**src/hw/spk_pack_cfg.svh**
```systemverilog
// Channel packer configuration
`ifndef SPK_PACK_CFG_SVH
`define SPK_PACK_CFG_SVH

//////////////////////////////////////////////////////////////////////////////
// store geometry

`define SPK_NUM_CH     160  // channels per frame
`define SPK_NUM_NN     4    // neighbors per group, one wave lane each

// output queue
`define SPK_FIFO_DEPTH 16   // power of two, at least 2

//////////////////////////////////////////////////////////////////////////////
// field widths

`define SPK_CH_W       12   // channel index
`define SPK_ID_W       8    // one neighbor id inside a group word
`define SPK_SAMPLE_W   32   // signed voltage
`define SPK_FRAME_W    32   // frame counter

`endif

```
**src/hw/spk_pack_pkg.sv**
```systemverilog
// Channel packer types
`default_nettype none

`include "spk_pack_cfg.svh"

package spk_pack_pkg;

  //////////////////////////////////////////////////////////////////////////
  // sample side

  // running frame number, bit 0 picks the bank
  typedef logic [`SPK_FRAME_W-1:0] frame_t;

  typedef logic [`SPK_CH_W-1:0] ch_t;  // channel index as it arrives

  // one neighbor id
  typedef logic [`SPK_ID_W-1:0] nn_id_t;

  // packed neighbor ids, id n at bits n*ID_W, so neighbor 3 on top
  typedef logic [`SPK_NUM_NN*`SPK_ID_W-1:0] ch_group_t;

  typedef logic signed [`SPK_SAMPLE_W-1:0] sample_t;  // voltage

  //////////////////////////////////////////////////////////////////////////
  // record side

  // gathered neighbor values, neighbor 0 in the top word
  typedef logic [`SPK_NUM_NN*`SPK_SAMPLE_W-1:0] wave_t;

  // frame parity, selects one of the two banks
  typedef logic bank_sel_t;

endpackage

`default_nettype wire

```
**src/hw/spk_pack_ifs.sv**
```systemverilog
// Internal sample and record buses
`timescale 1ns/1ps
`default_nettype none

//////////////////////////////////////////////////////////////////////////////
// aligned sample, no handshake

interface sample_if
  import spk_pack_pkg::*;
();

  logic      valid;  // sample taken on every cycle this is high
  frame_t    frame;
  ch_t       ch;
  ch_group_t group;  // four neighbor ids
  sample_t   value;

  modport src (
    output valid, frame, ch, group, value
  );

  modport dst (
    input  valid, frame, ch, group, value
  );

endinterface


`default_nettype wire

```
**src/hw/sample_input_pipe.sv**
```systemverilog
// Sample input register stages
`timescale 1ns/1ps
`default_nettype none

module sample_input_pipe
  import spk_pack_pkg::*;
(
  input  logic      clk,
  input  logic      rst,
  input  logic      in_valid,
  input  frame_t    in_frame,
  input  ch_t       in_ch,
  input  ch_group_t in_group,
  input  sample_t   in_value,
  sample_if.src     sink
);

  // stage 1
  logic      s1_valid;
  frame_t    s1_frame;
  ch_t       s1_ch;
  ch_group_t s1_group;
  sample_t   s1_value;

  // valid bits of both stages
  always_ff @(posedge clk) begin
    if (rst) begin
      s1_valid   <= 1'b0;
      sink.valid <= 1'b0;
    end else begin
      s1_valid   <= in_valid;
      sink.valid <= s1_valid;  // stage 2 drives the bus directly
    end
  end

  // sample fields, two deep
  always_ff @(posedge clk) begin
    s1_frame   <= in_frame;
    s1_ch      <= in_ch;     // full width, store trims it later
    s1_group   <= in_group;
    s1_value   <= in_value;
    sink.frame <= s1_frame;
    sink.ch    <= s1_ch;
    sink.group <= s1_group;
    sink.value <= s1_value;
  end

endmodule

`default_nettype wire

```
**src/flat_wrapper.sv**
```systemverilog
// flat-port wrapper written by rule: the top's interface ports become plain ports
module sample_input_pipe_flat import spk_pack_pkg::*;
  (clk, rst, in_valid, in_frame, in_ch, in_group, in_value, sink_valid, sink_frame, sink_ch, sink_group, sink_value);
  sample_if sink_i ();
  input  logic clk;
  input  logic rst;
  input  logic in_valid;
  input  frame_t in_frame;
  input  ch_t in_ch;
  input  ch_group_t in_group;
  input  sample_t in_value;
  output wire logic [$bits(sink_i.valid)-1:0] sink_valid;
  output wire logic [$bits(sink_i.frame)-1:0] sink_frame;
  output wire logic [$bits(sink_i.ch)-1:0] sink_ch;
  output wire logic [$bits(sink_i.group)-1:0] sink_group;
  output wire logic [$bits(sink_i.value)-1:0] sink_value;
  assign sink_valid = sink_i.valid;
  assign sink_frame = sink_i.frame;
  assign sink_ch = sink_i.ch;
  assign sink_group = sink_i.group;
  assign sink_value = sink_i.value;
  sample_input_pipe u_core (.clk(clk), .rst(rst), .in_valid(in_valid), .in_frame(in_frame), .in_ch(in_ch), .in_group(in_group), .in_value(in_value), .sink(sink_i));
endmodule
```
**config.mk**
```make
export PLATFORM = sky130hd
export DESIGN_NAME = sample_input_pipe_flat
export DESIGN_NICKNAME = d
export VERILOG_FILES = /design/src/hw/spk_pack_pkg.sv /design/src/hw/spk_pack_ifs.sv /design/src/hw/sample_input_pipe.sv /design/src/flat_wrapper.sv
export VERILOG_INCLUDE_DIRS = /design/src /design/src/hw
export SDC_FILE = /design/constraint.sdc
export NUM_CORES = 1
export LEC_CHECK = 0
export ABC_CLOCK_PERIOD_IN_PS = 1530
export BUFFER_PORTS_ARGS = -buffer_cell sky130_fd_sc_hd__buf_2
export CORE_ASPECT_RATIO = 0.7
export CORE_MARGIN = 5
export CORE_UTILIZATION = 46
export CTS_CLUSTER_SIZE = 25
export DETAILED_ROUTE_END_ITERATION = 12
export PLACE_DENSITY = 0.93
export SYNTH_ARGS = -nofsm -noshare
export SYNTH_HDL_FRONTEND = slang
export SYNTH_SLANG_ARGS = --single-unit
```
**constraint.sdc**
```tcl
create_clock -name clk -period 1.53 [get_ports clk]
set_clock_uncertainty 0.1 [all_clocks]
set_input_delay 0.153 -clock clk [delete_from_list [all_inputs] [get_ports clk]]
set_output_delay 0.153 -clock clk [all_outputs]
set_load 0.005 [all_outputs]
```
==> key figures <==
Global routing
  – Vias in the first global route: 3437
  – First-pass GRT wire length: 18.75 mm
  – GRT overflow: 0
  – Largest net degree at the start of global routing: 19
  – Initial antenna violation count: 0
  – Total global-route track usage: 20.63%

Setup path
  – Worst EP required: 1.28 ns
  – Slowest-stage cell, CP: dfxtp_1
  – Max incr delay on CP: 0.35 ns
  – WS Path Type: register to primary output
  – FF-to-FF path depth: 1
  – R2r startpoint: u_core.s1_valid$_SDFF_PP0_
  – Flop2flop setup slack: 0.92 ns
  – CP arrival: 0.94 ns
  – CP endpoint kind: primary output
  – Crit-path cells: buf_2
  – Worst-path maximum fanout: 1
  – Largest delay share family, worst path: flip-flops
  – FF-to-FF End: u_core.sink.valid$_SDFF_PP0_
  – Critical path startpoint category: register
  – Bufs and invs on worst path: 1

Flow run
  – Max_cap viols: 0

Synth
  – Syn Nets: 331
  – Post-synthesis compound-gate area fraction: 0%
  – Post-Synth Simple-Gate Area: 0.2859%
  – Post-synthesis xor/xnor area fraction: 0%
  – Largest family of logic cells by synthesized area: simple AND/OR/NAND/NOR gates
  – Post-synth cell types: 2
  – Cell count after synthesis: 220
  – Yosys warnings: 0
  – Register area share after synthesis: 99.71%
  – Seq cells post-synth: 218
  – Mux cell area share after synthesis: 0%
  – Syn Std Cell Area: 4377 um2
  – Adder-cell area share of the yosys netlist: 0%
  – Avg Inst Size Synth: 19.89 um2

Pwr
  – Static Leak: 3.461 nW
  – Combinational power share: 5.0%
  – Power Total: 11.27 mW
  – PD cells: 1536 nW/um2
  – P_sw: 2.203 mW
  – Max VDD drop: 1.206 mV
  – Power share of the clock group: 41.1%
  – Net Sw Frac: 19.55%
  – Sequential power share: 53.9%
  – Internal: 9.062 mW

Drt
  – DRC viols: 0
  – Post-DRT Antenna Nets: 0
  – Via/cell ratio: 4.159
  – Total number of vias: 2928
  – DRT iter0 DRCs: 122
  – WL/cell: 17.43 um
  – Final WL: 12.27 mm
  – DRT Pass-1 Iters: 4

Finish
  – Final net count: 680
  – Fin util: 79.90%
  – Share of cells above drive strength 1: 42.76%
  – Diodes inserted: 0
  – Area grow syn2layout: 67.58%

Clock network
  – TritonCTS buffer count: 18
  – Max clock buf depth: 3
  – Clk slew on worst S/H paths: 0.07 ns
  – # clock sinks: 218
  – CTS tree: built
  – Clk_lat worst skew: 0.46 ns
  – Clock root buffer master: clkbuf_16
  – Post-CTS setup buffers: 0
  – H-Tree Depth: 1

Timing
  – Max Freq: 839.5 MHz
  – Min Tclk post-route: 1.191 ns
  – Fin. max-slew vios: 0
  – Post-Route Setup TNS: 0 ns
  – Setup violators final: 0
  – RSZ-0062 raised after global routing: no
  – Endpoints failing hold: 0
  – Worst-margin pin slew: 0.1050 ns
  – Worst slew margin: 93.00%
  – Fin crit share: 77.86%

Floorplan
  – Die height: 91.61 um
  – Rows: 29
  – Die W: 126.6 um
  – Die area: 11600 um2
  – Initial Utilization: 47.68%
  – Ports: 220
  – Core footprint: 9180 um2

Placement
  – Placer Congestion: 0.7972
  – Port buffer count: 219
  – DP HPWL: 6.845 mm

Status
  – Status: completed

Min path
  – WHS Endpoint: u_core.sink.value[28]$_DFF_P_
  – HP Start: u_core.s1_value[28]$_DFF_P_
  – Hold Path Cell Cnt: 0
  – Worst Hold Class: register to register
## how the worst max path moves through the flow
stage	cells past startpoint	slack (ns)	end	startpoint
final	1	0.34	sink_frame[21]	u_core.sink.frame[21]$_DFF_P_
after global routing	1	0.29	sink_frame[21]	u_core.sink.frame[21]$_DFF_P_
after CTS	1	0.34	sink_group[14]	u_core.sink.group[14]$_DFF_P_
after detailed placement	1	0.84	sink_value[5]	u_core.sink.value[5]$_DFF_P_
after global placement	1	0.84	sink_ch[9]	u_core.sink.ch[9]$_DFF_P_
after floorplan	1	0.94	u_core.sink.valid$_SDFF_PP0_	u_core.s1_valid$_SDFF_PP0_
## cells in the final DEF (no fill, tap or decap)
master         Yosys  routed
dlygate4sd3_1      0     110
dfxtp_1          218     218
nor2b_1            2       2
bufinv_16          0       2
clkbuf_1           0       2
clkbuf_8           0       2
clkbuf_16          0      19
clkinvlp_4         0       2
clkinv_2           0       4
buf_2              0     219
## per-layer routing
layer | vias up | GRT usage, % | wire length [um]
met3 | 18 | 7.433 | 1295
met2 | 170 | 37.28 | 6208
li1 | 1371 | - | -
met1 | 1369 | 23.28 | 4551
met5 | - | 0 | 0
met4 | 0 | 5.268 | 213
## metrics by stage
step / cell area (um2) / instances / setup slack [ns] / hold WS, ns
after CTS: 7335 / 704 / 0.3362 / 0.2103
final: 7335 / 704 / 0.3388 / 0.2203
after detailed placement: 5628 / 563 / 0.8372 / 0.1566
after global routing: 7335 / 704 / 0.2947 / 0.2192
after floorplan: 4377 / 220 / 0.9405 / 0.08072
after global placement: 5628 / 563 / 0.8419 / 0.1550
## power by group through the flow
stage	Combinational, mW	Sequential [mW]	Clock [mW]
2_1_floorplan	0.00158	6.19	0
3_3_place_gp	0.311	6.17	0
3_5_place_dp	0.322	6.19	0
4_1_cts	0.547	6.06	4.66
5_1_grt	0.608	6.10	4.97
6_report	0.564	6.07	4.63
## Yosys cell counts, drive strengths merged
cell type	count	area share [%]
dfxtp	218	100
nor2b	2	0.29
## cells by family (layout without fill, tap and decap cells)
| kind of cell | Yosys count | after routing |
|---|---|---|
| buffers and inverters | 0 | 360 |
| and+or+nand+nor | 2 | 2 |
| DFF | 218 | 218 |
## flip-flops by register name, summed over array words and instances, names as in the netlist
name / cells
u_core.s1_ch: 12
u_core.s1_frame: 32
u_core.s1_group: 32
u_core.s1_valid: 1
u_core.s1_value: 32
u_core.sink.ch: 12
u_core.sink.frame: 32
u_core.sink.group: 32
u_core.sink.valid: 1
u_core.sink.value: 32
## repair_timing
item                                   4_1_cts  5_1_grt
endpoints found under the hold margin      110        0
hold buffers                               110        0
resized for setup                            0        0
## layout make-up
class	count	area, um2
flip-flops and latches	218	4364
repair buffers	329	2197
fillers	467	1846
clock buffers	23	510.5
well taps	124	155.1
clock inverters	8	95.09
multi-input cells	2	12.51
No activity file was read; power rests on OpenSTA's default activity.
