[config.mk]
export PLATFORM = sky130hd
export DESIGN_NAME = record_fifo_flat
export DESIGN_NICKNAME = d
export VERILOG_FILES = /design/src/hw/spk_pack_pkg.sv /design/src/hw/spk_pack_ifs.sv /design/src/hw/record_fifo.sv /design/src/flat_wrapper.sv
export VERILOG_INCLUDE_DIRS = /design/src /design/src/hw
export SDC_FILE = /design/constraint.sdc
export NUM_CORES = 2
export LEC_CHECK = 0
export ABC_CLOCK_PERIOD_IN_PS = 22300
export BUFFER_PORTS_ARGS = -buffer_cell sky130_fd_sc_hd__buf_2
export CORE_MARGIN = 1.5
export CORE_UTILIZATION = 50
export CTS_BUF_LIST = sky130_fd_sc_hd__clkbuf_8 sky130_fd_sc_hd__clkbuf_16
export CTS_CLUSTER_DIAMETER = 200
export CTS_CLUSTER_SIZE = 20
export DETAILED_ROUTE_END_ITERATION = 8
export GPL_TIMING_DRIVEN = 0
export HOLD_SLACK_MARGIN = 0.08
export MAX_ROUTING_LAYER = met4
export PLACE_DENSITY = 0.66
export SKIP_CTS_REPAIR_TIMING = 1
export SLEW_MARGIN = 20
export SYNTH_ARGS = -nofsm -noshare
export SYNTH_HDL_FRONTEND = slang
export SYNTH_SLANG_ARGS = --single-unit
export TNS_END_PERCENT = 20
[constraint.sdc]
create_clock -name clk -period 22.3 [get_ports clk]
set_clock_uncertainty 0.15 [all_clocks]
set_input_delay 2.23 -clock clk [delete_from_list [all_inputs] [get_ports clk]]
set_output_delay 2.23 -clock clk [all_outputs]
set_load 0.01 [all_outputs]
[src/hw/spk_pack_cfg.svh]
// Channel packer configuration
`ifndef SPK_PACK_CFG_SVH
`define SPK_PACK_CFG_SVH

//////////////////////////////////////////////////////////////////////////////
// store geometry

`define SPK_NUM_CH     160  // channels per frame
`define SPK_NUM_NN     4    // neighbors per group, one wave lane each

// output queue
`define SPK_FIFO_DEPTH 16   // power of two, at least 2

//////////////////////////////////////////////////////////////////////////////
// field widths

`define SPK_CH_W       12   // channel index
`define SPK_ID_W       8    // one neighbor id inside a group word
`define SPK_SAMPLE_W   32   // signed voltage
`define SPK_FRAME_W    32   // frame counter

`endif

[src/hw/spk_pack_pkg.sv]
// Channel packer types
`default_nettype none

`include "spk_pack_cfg.svh"

package spk_pack_pkg;

  //////////////////////////////////////////////////////////////////////////
  // sample side

  // running frame number, bit 0 picks the bank
  typedef logic [`SPK_FRAME_W-1:0] frame_t;

  typedef logic [`SPK_CH_W-1:0] ch_t;  // channel index as it arrives

  // one neighbor id
  typedef logic [`SPK_ID_W-1:0] nn_id_t;

  // packed neighbor ids, id n at bits n*ID_W, so neighbor 3 on top
  typedef logic [`SPK_NUM_NN*`SPK_ID_W-1:0] ch_group_t;

  typedef logic signed [`SPK_SAMPLE_W-1:0] sample_t;  // voltage

  //////////////////////////////////////////////////////////////////////////
  // record side

  // gathered neighbor values, neighbor 0 in the top word
  typedef logic [`SPK_NUM_NN*`SPK_SAMPLE_W-1:0] wave_t;

  // frame parity, selects one of the two banks
  typedef logic bank_sel_t;

endpackage

`default_nettype wire

[src/hw/spk_pack_ifs.sv]
// Internal sample and record buses
`timescale 1ns/1ps
`default_nettype none


//////////////////////////////////////////////////////////////////////////////
// bundled record, push only

interface record_if
  import spk_pack_pkg::*;
();

  logic   push;     // one record per cycle at most
  ch_t    ch;       // channel of the sample itself
  ch_t    last_ch;  // id 3 of the group, zero extended
  frame_t frame;
  wave_t  wave;     // neighbor values from the previous frame

  modport src (
    output push, ch, last_ch, frame, wave
  );

  modport dst (
    input  push, ch, last_ch, frame, wave
  );

endinterface

`default_nettype wire

[src/hw/record_fifo.sv]
// Record queue with valid/ready output
`timescale 1ns/1ps
`default_nettype none

`include "spk_pack_cfg.svh"

module record_fifo
  import spk_pack_pkg::*;
#(
  parameter int depth = `SPK_FIFO_DEPTH
) (
  input  logic   clk,
  input  logic   rst,
  record_if.dst  rec,
  output logic   out_valid,
  input  logic   out_ready,
  output ch_t    out_ch,
  output ch_t    out_last_ch,
  output frame_t out_frame,
  output wave_t  out_wave,
  output logic   overflow
);

  localparam int ptr_w = $clog2(depth);
  localparam logic [ptr_w:0] full_cnt = depth[ptr_w:0];

  // entry storage, one array per field
  ch_t    ch_mem      [depth];
  ch_t    last_ch_mem [depth];
  frame_t frame_mem   [depth];
  wave_t  wave_mem    [depth];

  logic [ptr_w-1:0] wr_ptr;   // wraps on its own, depth is a power of two
  logic [ptr_w-1:0] rd_ptr;
  logic [ptr_w:0]   count;
  logic             full;
  logic             do_push;
  logic             do_pop;

  assign full    = (count == full_cnt);
  assign do_pop  = out_valid && out_ready;
  assign do_push = rec.push && (!full || do_pop);  // pop frees a slot

  always_ff @(posedge clk) begin
    if (do_push) begin
      ch_mem[wr_ptr]      <= rec.ch;
      last_ch_mem[wr_ptr] <= rec.last_ch;
      frame_mem[wr_ptr]   <= rec.frame;
      wave_mem[wr_ptr]    <= rec.wave;
    end
  end

  //////////////////////////////////////////////////////////////////////////
  // pointers, count, sticky overflow

  always_ff @(posedge clk) begin
    if (rst) begin
      wr_ptr   <= '0;
      rd_ptr   <= '0;
      count    <= '0;
      overflow <= 1'b0;
    end else begin
      if (do_push) wr_ptr <= wr_ptr + 1'b1;
      if (do_pop)  rd_ptr <= rd_ptr + 1'b1;
      case ({do_push, do_pop})
        2'b10:   count <= count + 1'b1;
        2'b01:   count <= count - 1'b1;
        default: count <= count;   // both or neither
      endcase
      if (rec.push && !do_push) overflow <= 1'b1;   // record lost
    end
  end

  // head entry shown straight from storage
  assign out_valid   = (count != '0);
  assign out_ch      = ch_mem[rd_ptr];
  assign out_last_ch = last_ch_mem[rd_ptr];
  assign out_frame   = frame_mem[rd_ptr];
  assign out_wave    = wave_mem[rd_ptr];

endmodule

`default_nettype wire

[src/flat_wrapper.sv]
// flat-port wrapper written by rule: the top's interface ports become plain ports
module record_fifo_flat import spk_pack_pkg::*;
#(
  parameter int depth = `SPK_FIFO_DEPTH
)
  (clk, rst, out_valid, out_ready, out_ch, out_last_ch, out_frame, out_wave, overflow, rec_push, rec_ch, rec_last_ch, rec_frame, rec_wave);
  record_if rec_i ();
  input  logic clk;
  input  logic rst;
  output logic out_valid;
  input  logic out_ready;
  output ch_t out_ch;
  output ch_t out_last_ch;
  output frame_t out_frame;
  output wave_t out_wave;
  output logic overflow;
  input wire logic [$bits(rec_i.push)-1:0] rec_push;
  input wire logic [$bits(rec_i.ch)-1:0] rec_ch;
  input wire logic [$bits(rec_i.last_ch)-1:0] rec_last_ch;
  input wire logic [$bits(rec_i.frame)-1:0] rec_frame;
  input wire logic [$bits(rec_i.wave)-1:0] rec_wave;
  assign rec_i.push = rec_push;
  assign rec_i.ch = rec_ch;
  assign rec_i.last_ch = rec_last_ch;
  assign rec_i.frame = rec_frame;
  assign rec_i.wave = rec_wave;
  record_fifo #(.depth(depth)) u_core (.clk(clk), .rst(rst), .rec(rec_i), .out_valid(out_valid), .out_ready(out_ready), .out_ch(out_ch), .out_last_ch(out_last_ch), .out_frame(out_frame), .out_wave(out_wave), .overflow(overflow));
endmodule
==> reports/results.txt <==
Traced cell by cell, the critical path runs through buf_1, buf_1, mux4_2, o22ai_1, nor2_1, buf_2. The run gives 0.00853 W as the internal portion of total power. In this run the power density over the cells is 91.4 nW/um^2.

Area of the core: 220000 um^2. Kind of critical path: register to output port. The number of global-route vias before repair is 53200, and the post-synthesis area per instance is 23.9 um^2. The fraction of power consumed by the clock network was 26.7%.

The floorplan has 172 rows. The die covers 224000 um^2. Of the total power, combinational logic draws 18.7%. After synthesis, the cell types taking the most area are sky130_fd_sc_hd__edfxtp_1 (80%), sky130_fd_sc_hd__mux4_2 (15%), sky130_fd_sc_hd__a22oi_1 (1.9%). No sink is reached through more buffers than the 3 on the longest clock path. Leaving out fill and tap cells, the most frequent cell in the layout is sky130_fd_sc_hd__edfxtp_1.

On the critical path the largest part of the delay comes from buffers and inverters. Summed over all failing endpoints, the final setup total negative slack is 0 ps. The power after layout was 0.0115 W; the worst stage delay on the critical path was 950 ps.

Across the run, the number of max-cap violations was 0. Summed over all layers, the routed wires come to 279000 um. Chip height: 473 um. The synthesized netlist net count was 4818.

Of the cells placed in the final design, the portion with a size suffix greater than 1 is 31.0%. The H-tree was split into 4 levels. In this run the clock root is driven by a sky130_fd_sc_hd__clkbuf_16.

Global routing used 25.8% of the available tracks across all layers. The final critical path takes up 30.1% of the cycle. At the end of the flow the core is filled with cells to 57.1%. Of the synthesized area, sequential elements account for 80.3%.

The cell seen most often among critical-path stages is sky130_fd_sc_hd__buf_1. The die is 473 um wide. After the last flow step, the layout net total stands at 5636.

Setup violations remaining at the end of the flow were counted as 0. For the number of iterations in the first detailed-routing pass, the log shows 5. The share of synthesized area in the top cell type comes to 80.0%. The count of mapped cells out of synthesis is 4621.

The cell type contributing the most total cell area after synthesis is sky130_fd_sc_hd__edfxtp_1. After synthesis the cells add up to 111000 um^2. The highest attainable clock frequency is 0.149 GHz, and the critical path data required time is 19920 ps.

The worst relative slew slack was 20.5%. The share of total power dissipated in sequential elements is 54.6%. The average vias per placed instance came out at 6.22. The critical path buffer and inverter count is 3. Once detail routing completed, the nets flagged for antenna violations numbered 0.

The worst hold-check path type is register to register. Buffers placed on the I/O ports in this run total 371. Critical path's slowest cell: sky130_fd_sc_hd__buf_1.

Entering global routing, the biggest net connects 22 pins. Setup repair after global routing left no endpoint under its margin. For the number of antenna violations at the first check in global routing, the log shows 85.

The clock-pin transition on the worst setup and hold timing paths works out to 80 ps. The tools report the first-pass GRT wire length as 393000 um. The final critical-path required period was 6720 ps.

In the layout the commonest cells are sky130_fd_sc_hd__edfxtp_1 (2944), sky130_fd_sc_hd__mux4_2 (736), sky130_fd_sc_hd__buf_2 (453), sky130_fd_sc_hd__a22oi_1 (282), sky130_fd_sc_hd__clkbuf_16 (171). After legalization and detailed placement, the total HPWL measured 186000 um. Data arrival at the endpoint of the critical path: 4340 ps. IR analysis of the VDD net gives a maximum drop of 0.0908 mV.

The tools report the clock insertion delay at the later pin of the skew report as 840 ps. Slew at the pin with the worst max-slew slack: 1190 ps. TritonCTS built the clock tree.

Summed over all nets, the switching power comes to 0.00294 W. The flow ran to the end, and the final reports show no timing, DRC or antenna violations. The count of unresolved DRC violations after routing is 0, and the number of standard cells in the layout, taps in and fillers out is 8485. For this design, the sink count on the clock tree is 2962. After global routing the overflow that remains totals 0. During synthesis, Yosys emitted a total of 0 warnings.

The post-synthesis cell type count was 45. In this run the worst path has a maximum fanout of 10. STA classifies the critical path endpoint as an output port. Net switching is 25.6% of the power. The area overhead of the layout relative to synthesis is 13.4%. The number of synthesized register bits was 2962; the initial DRC count was 6488.

Once placement completed, the tool counted placed cells totaling 8229. The number of slew-limit violations in the final report is 0, and the number of primary I/O pins is 374. The startpoint type of the worst setup path is a register. The tools report the count of endpoints failing hold in the final timing report as 0.

The overall via count from detail_route is 52800. The effective utilization at floorplan was 50.3%; the number of clock buffers inserted by TritonCTS was 166. In the final routed layout, each cell accounts on average for 32.9 um. For this design the static power due to leakage is 38.9 nW. Routability-driven placement finished with a final weighted congestion of 0.737.
==> path summary, 6_finish.rpt <==
kind | slack, ps | depth (start not counted) | endpoint | start
setup / recovery | 15580 | 6 | out_wave[120] | register
hold / removal | 330 | 2 | u_core.overflow | u_core.overflow
setup reg to reg | 18310 | 13 | u_core.wave_mem[2][65] | u_core.count[0]
hold reg to reg | 330 | 2 | u_core.overflow | u_core.overflow
==> power groups by stage <==
stage,logic [W],clock network [W],registers (W)
final,0.00214,0.00306,0.00626
after detailed placement,0.00218,0,0.00639
after floorplan,0.00131,0,0.00643
after CTS,0.00219,0.00311,0.00626
after global placement,0.00210,0,0.00651
after global routing,0.00228,0.00329,0.00627
==> metal layers <==
layer  part of all wire [%]  routed length [um]  global-route usage, %
met4                    2.9                8190                   7.53
met3                    8.6               23900                   5.27
met1                     38              107000                   33.9
met5                      0                   0                      -
met2                     50              140000                   41.3
==> Yosys cell counts, drive strengths merged <==
cell     number
a2111oi       1
a211o         1
a21o          1
a22oi       282
and2          2
and3          1
buf         131
clkbuf      119
clkinv        1
dfxtp        18
edfxtp     2944
fa            1
ha            8
inv           9
mux2i         4
mux4        736
nand2       149
nand2b       11
nand3         3
nand4         2
nor2         69
nor2b         5
nor3          7
nor3b         2
nor4          1
o2111ai       2
o211ai        3
o21a          3
o21ai         3
o22ai        86
o2bb2ai       1
o311a         1
o31ai         1
o41ai         2
or2           4
or4           2
xnor2         1
xor2          4
==> tightest hold or removal path, cell delays in order, from the launching register on <==
cell                      delay [ps]
sky130_fd_sc_hd__dfxtp_1         330
sky130_fd_sc_hd__nor2_1           50
sky130_fd_sc_hd__nor2_1           70
==> metrics by stage <==
| stage | worst slack (ps) | hold WS [ps] | area (um^2) |
|---|---|---|---|
| finish | 15580 | 326 | 125000 |
| global route | 15540 | 378 | 125000 |
| CTS | 15670 | 330 | 125000 |
| detailed placement | 16320 | 310 | 121000 |
| global placement | -10710 | 303 | 116000 |
| floorplan | 5920 | 323 | 111000 |
==> flip-flops by register name, summed over array words and instances (netlist names), named ones only <==
register,flops
u_core.last_ch_mem,192
u_core.overflow,1
u_core.wave_mem,2048
u_core.count,5
u_core.wr_ptr,4
u_core.rd_ptr,4
u_core.ch_mem,192
u_core.frame_mem,512
==> layout make-up <==
class / count / area [um^2]
well taps: 2958 / 3700
inverters: 10 / 37.5
diodes: 58 / 145
repair buffers: 650 / 6410
fillers: 15800 / 94300
clock inverters: 27 / 193
flip-flops and latches: 2962 / 88800
multi-input cells: 1399 / 20800
plain buffers: 250 / 1100
clock buffers: 171 / 4280
==> kinds of logic after synthesis <==
family | Yosys count | synth area share (%)
xor gates and xnor gates | 5 | 0.0396
DFF | 2962 | 80.3
buffers and inverters | 260 | 1.01
AOI/OAI and AO/OA | 387 | 2.54
and+or+nand+nor | 258 | 0.969
muxes | 740 | 15.0
adders and majority gates | 9 | 0.109
No activity file was read; power rests on OpenSTA's default activity.
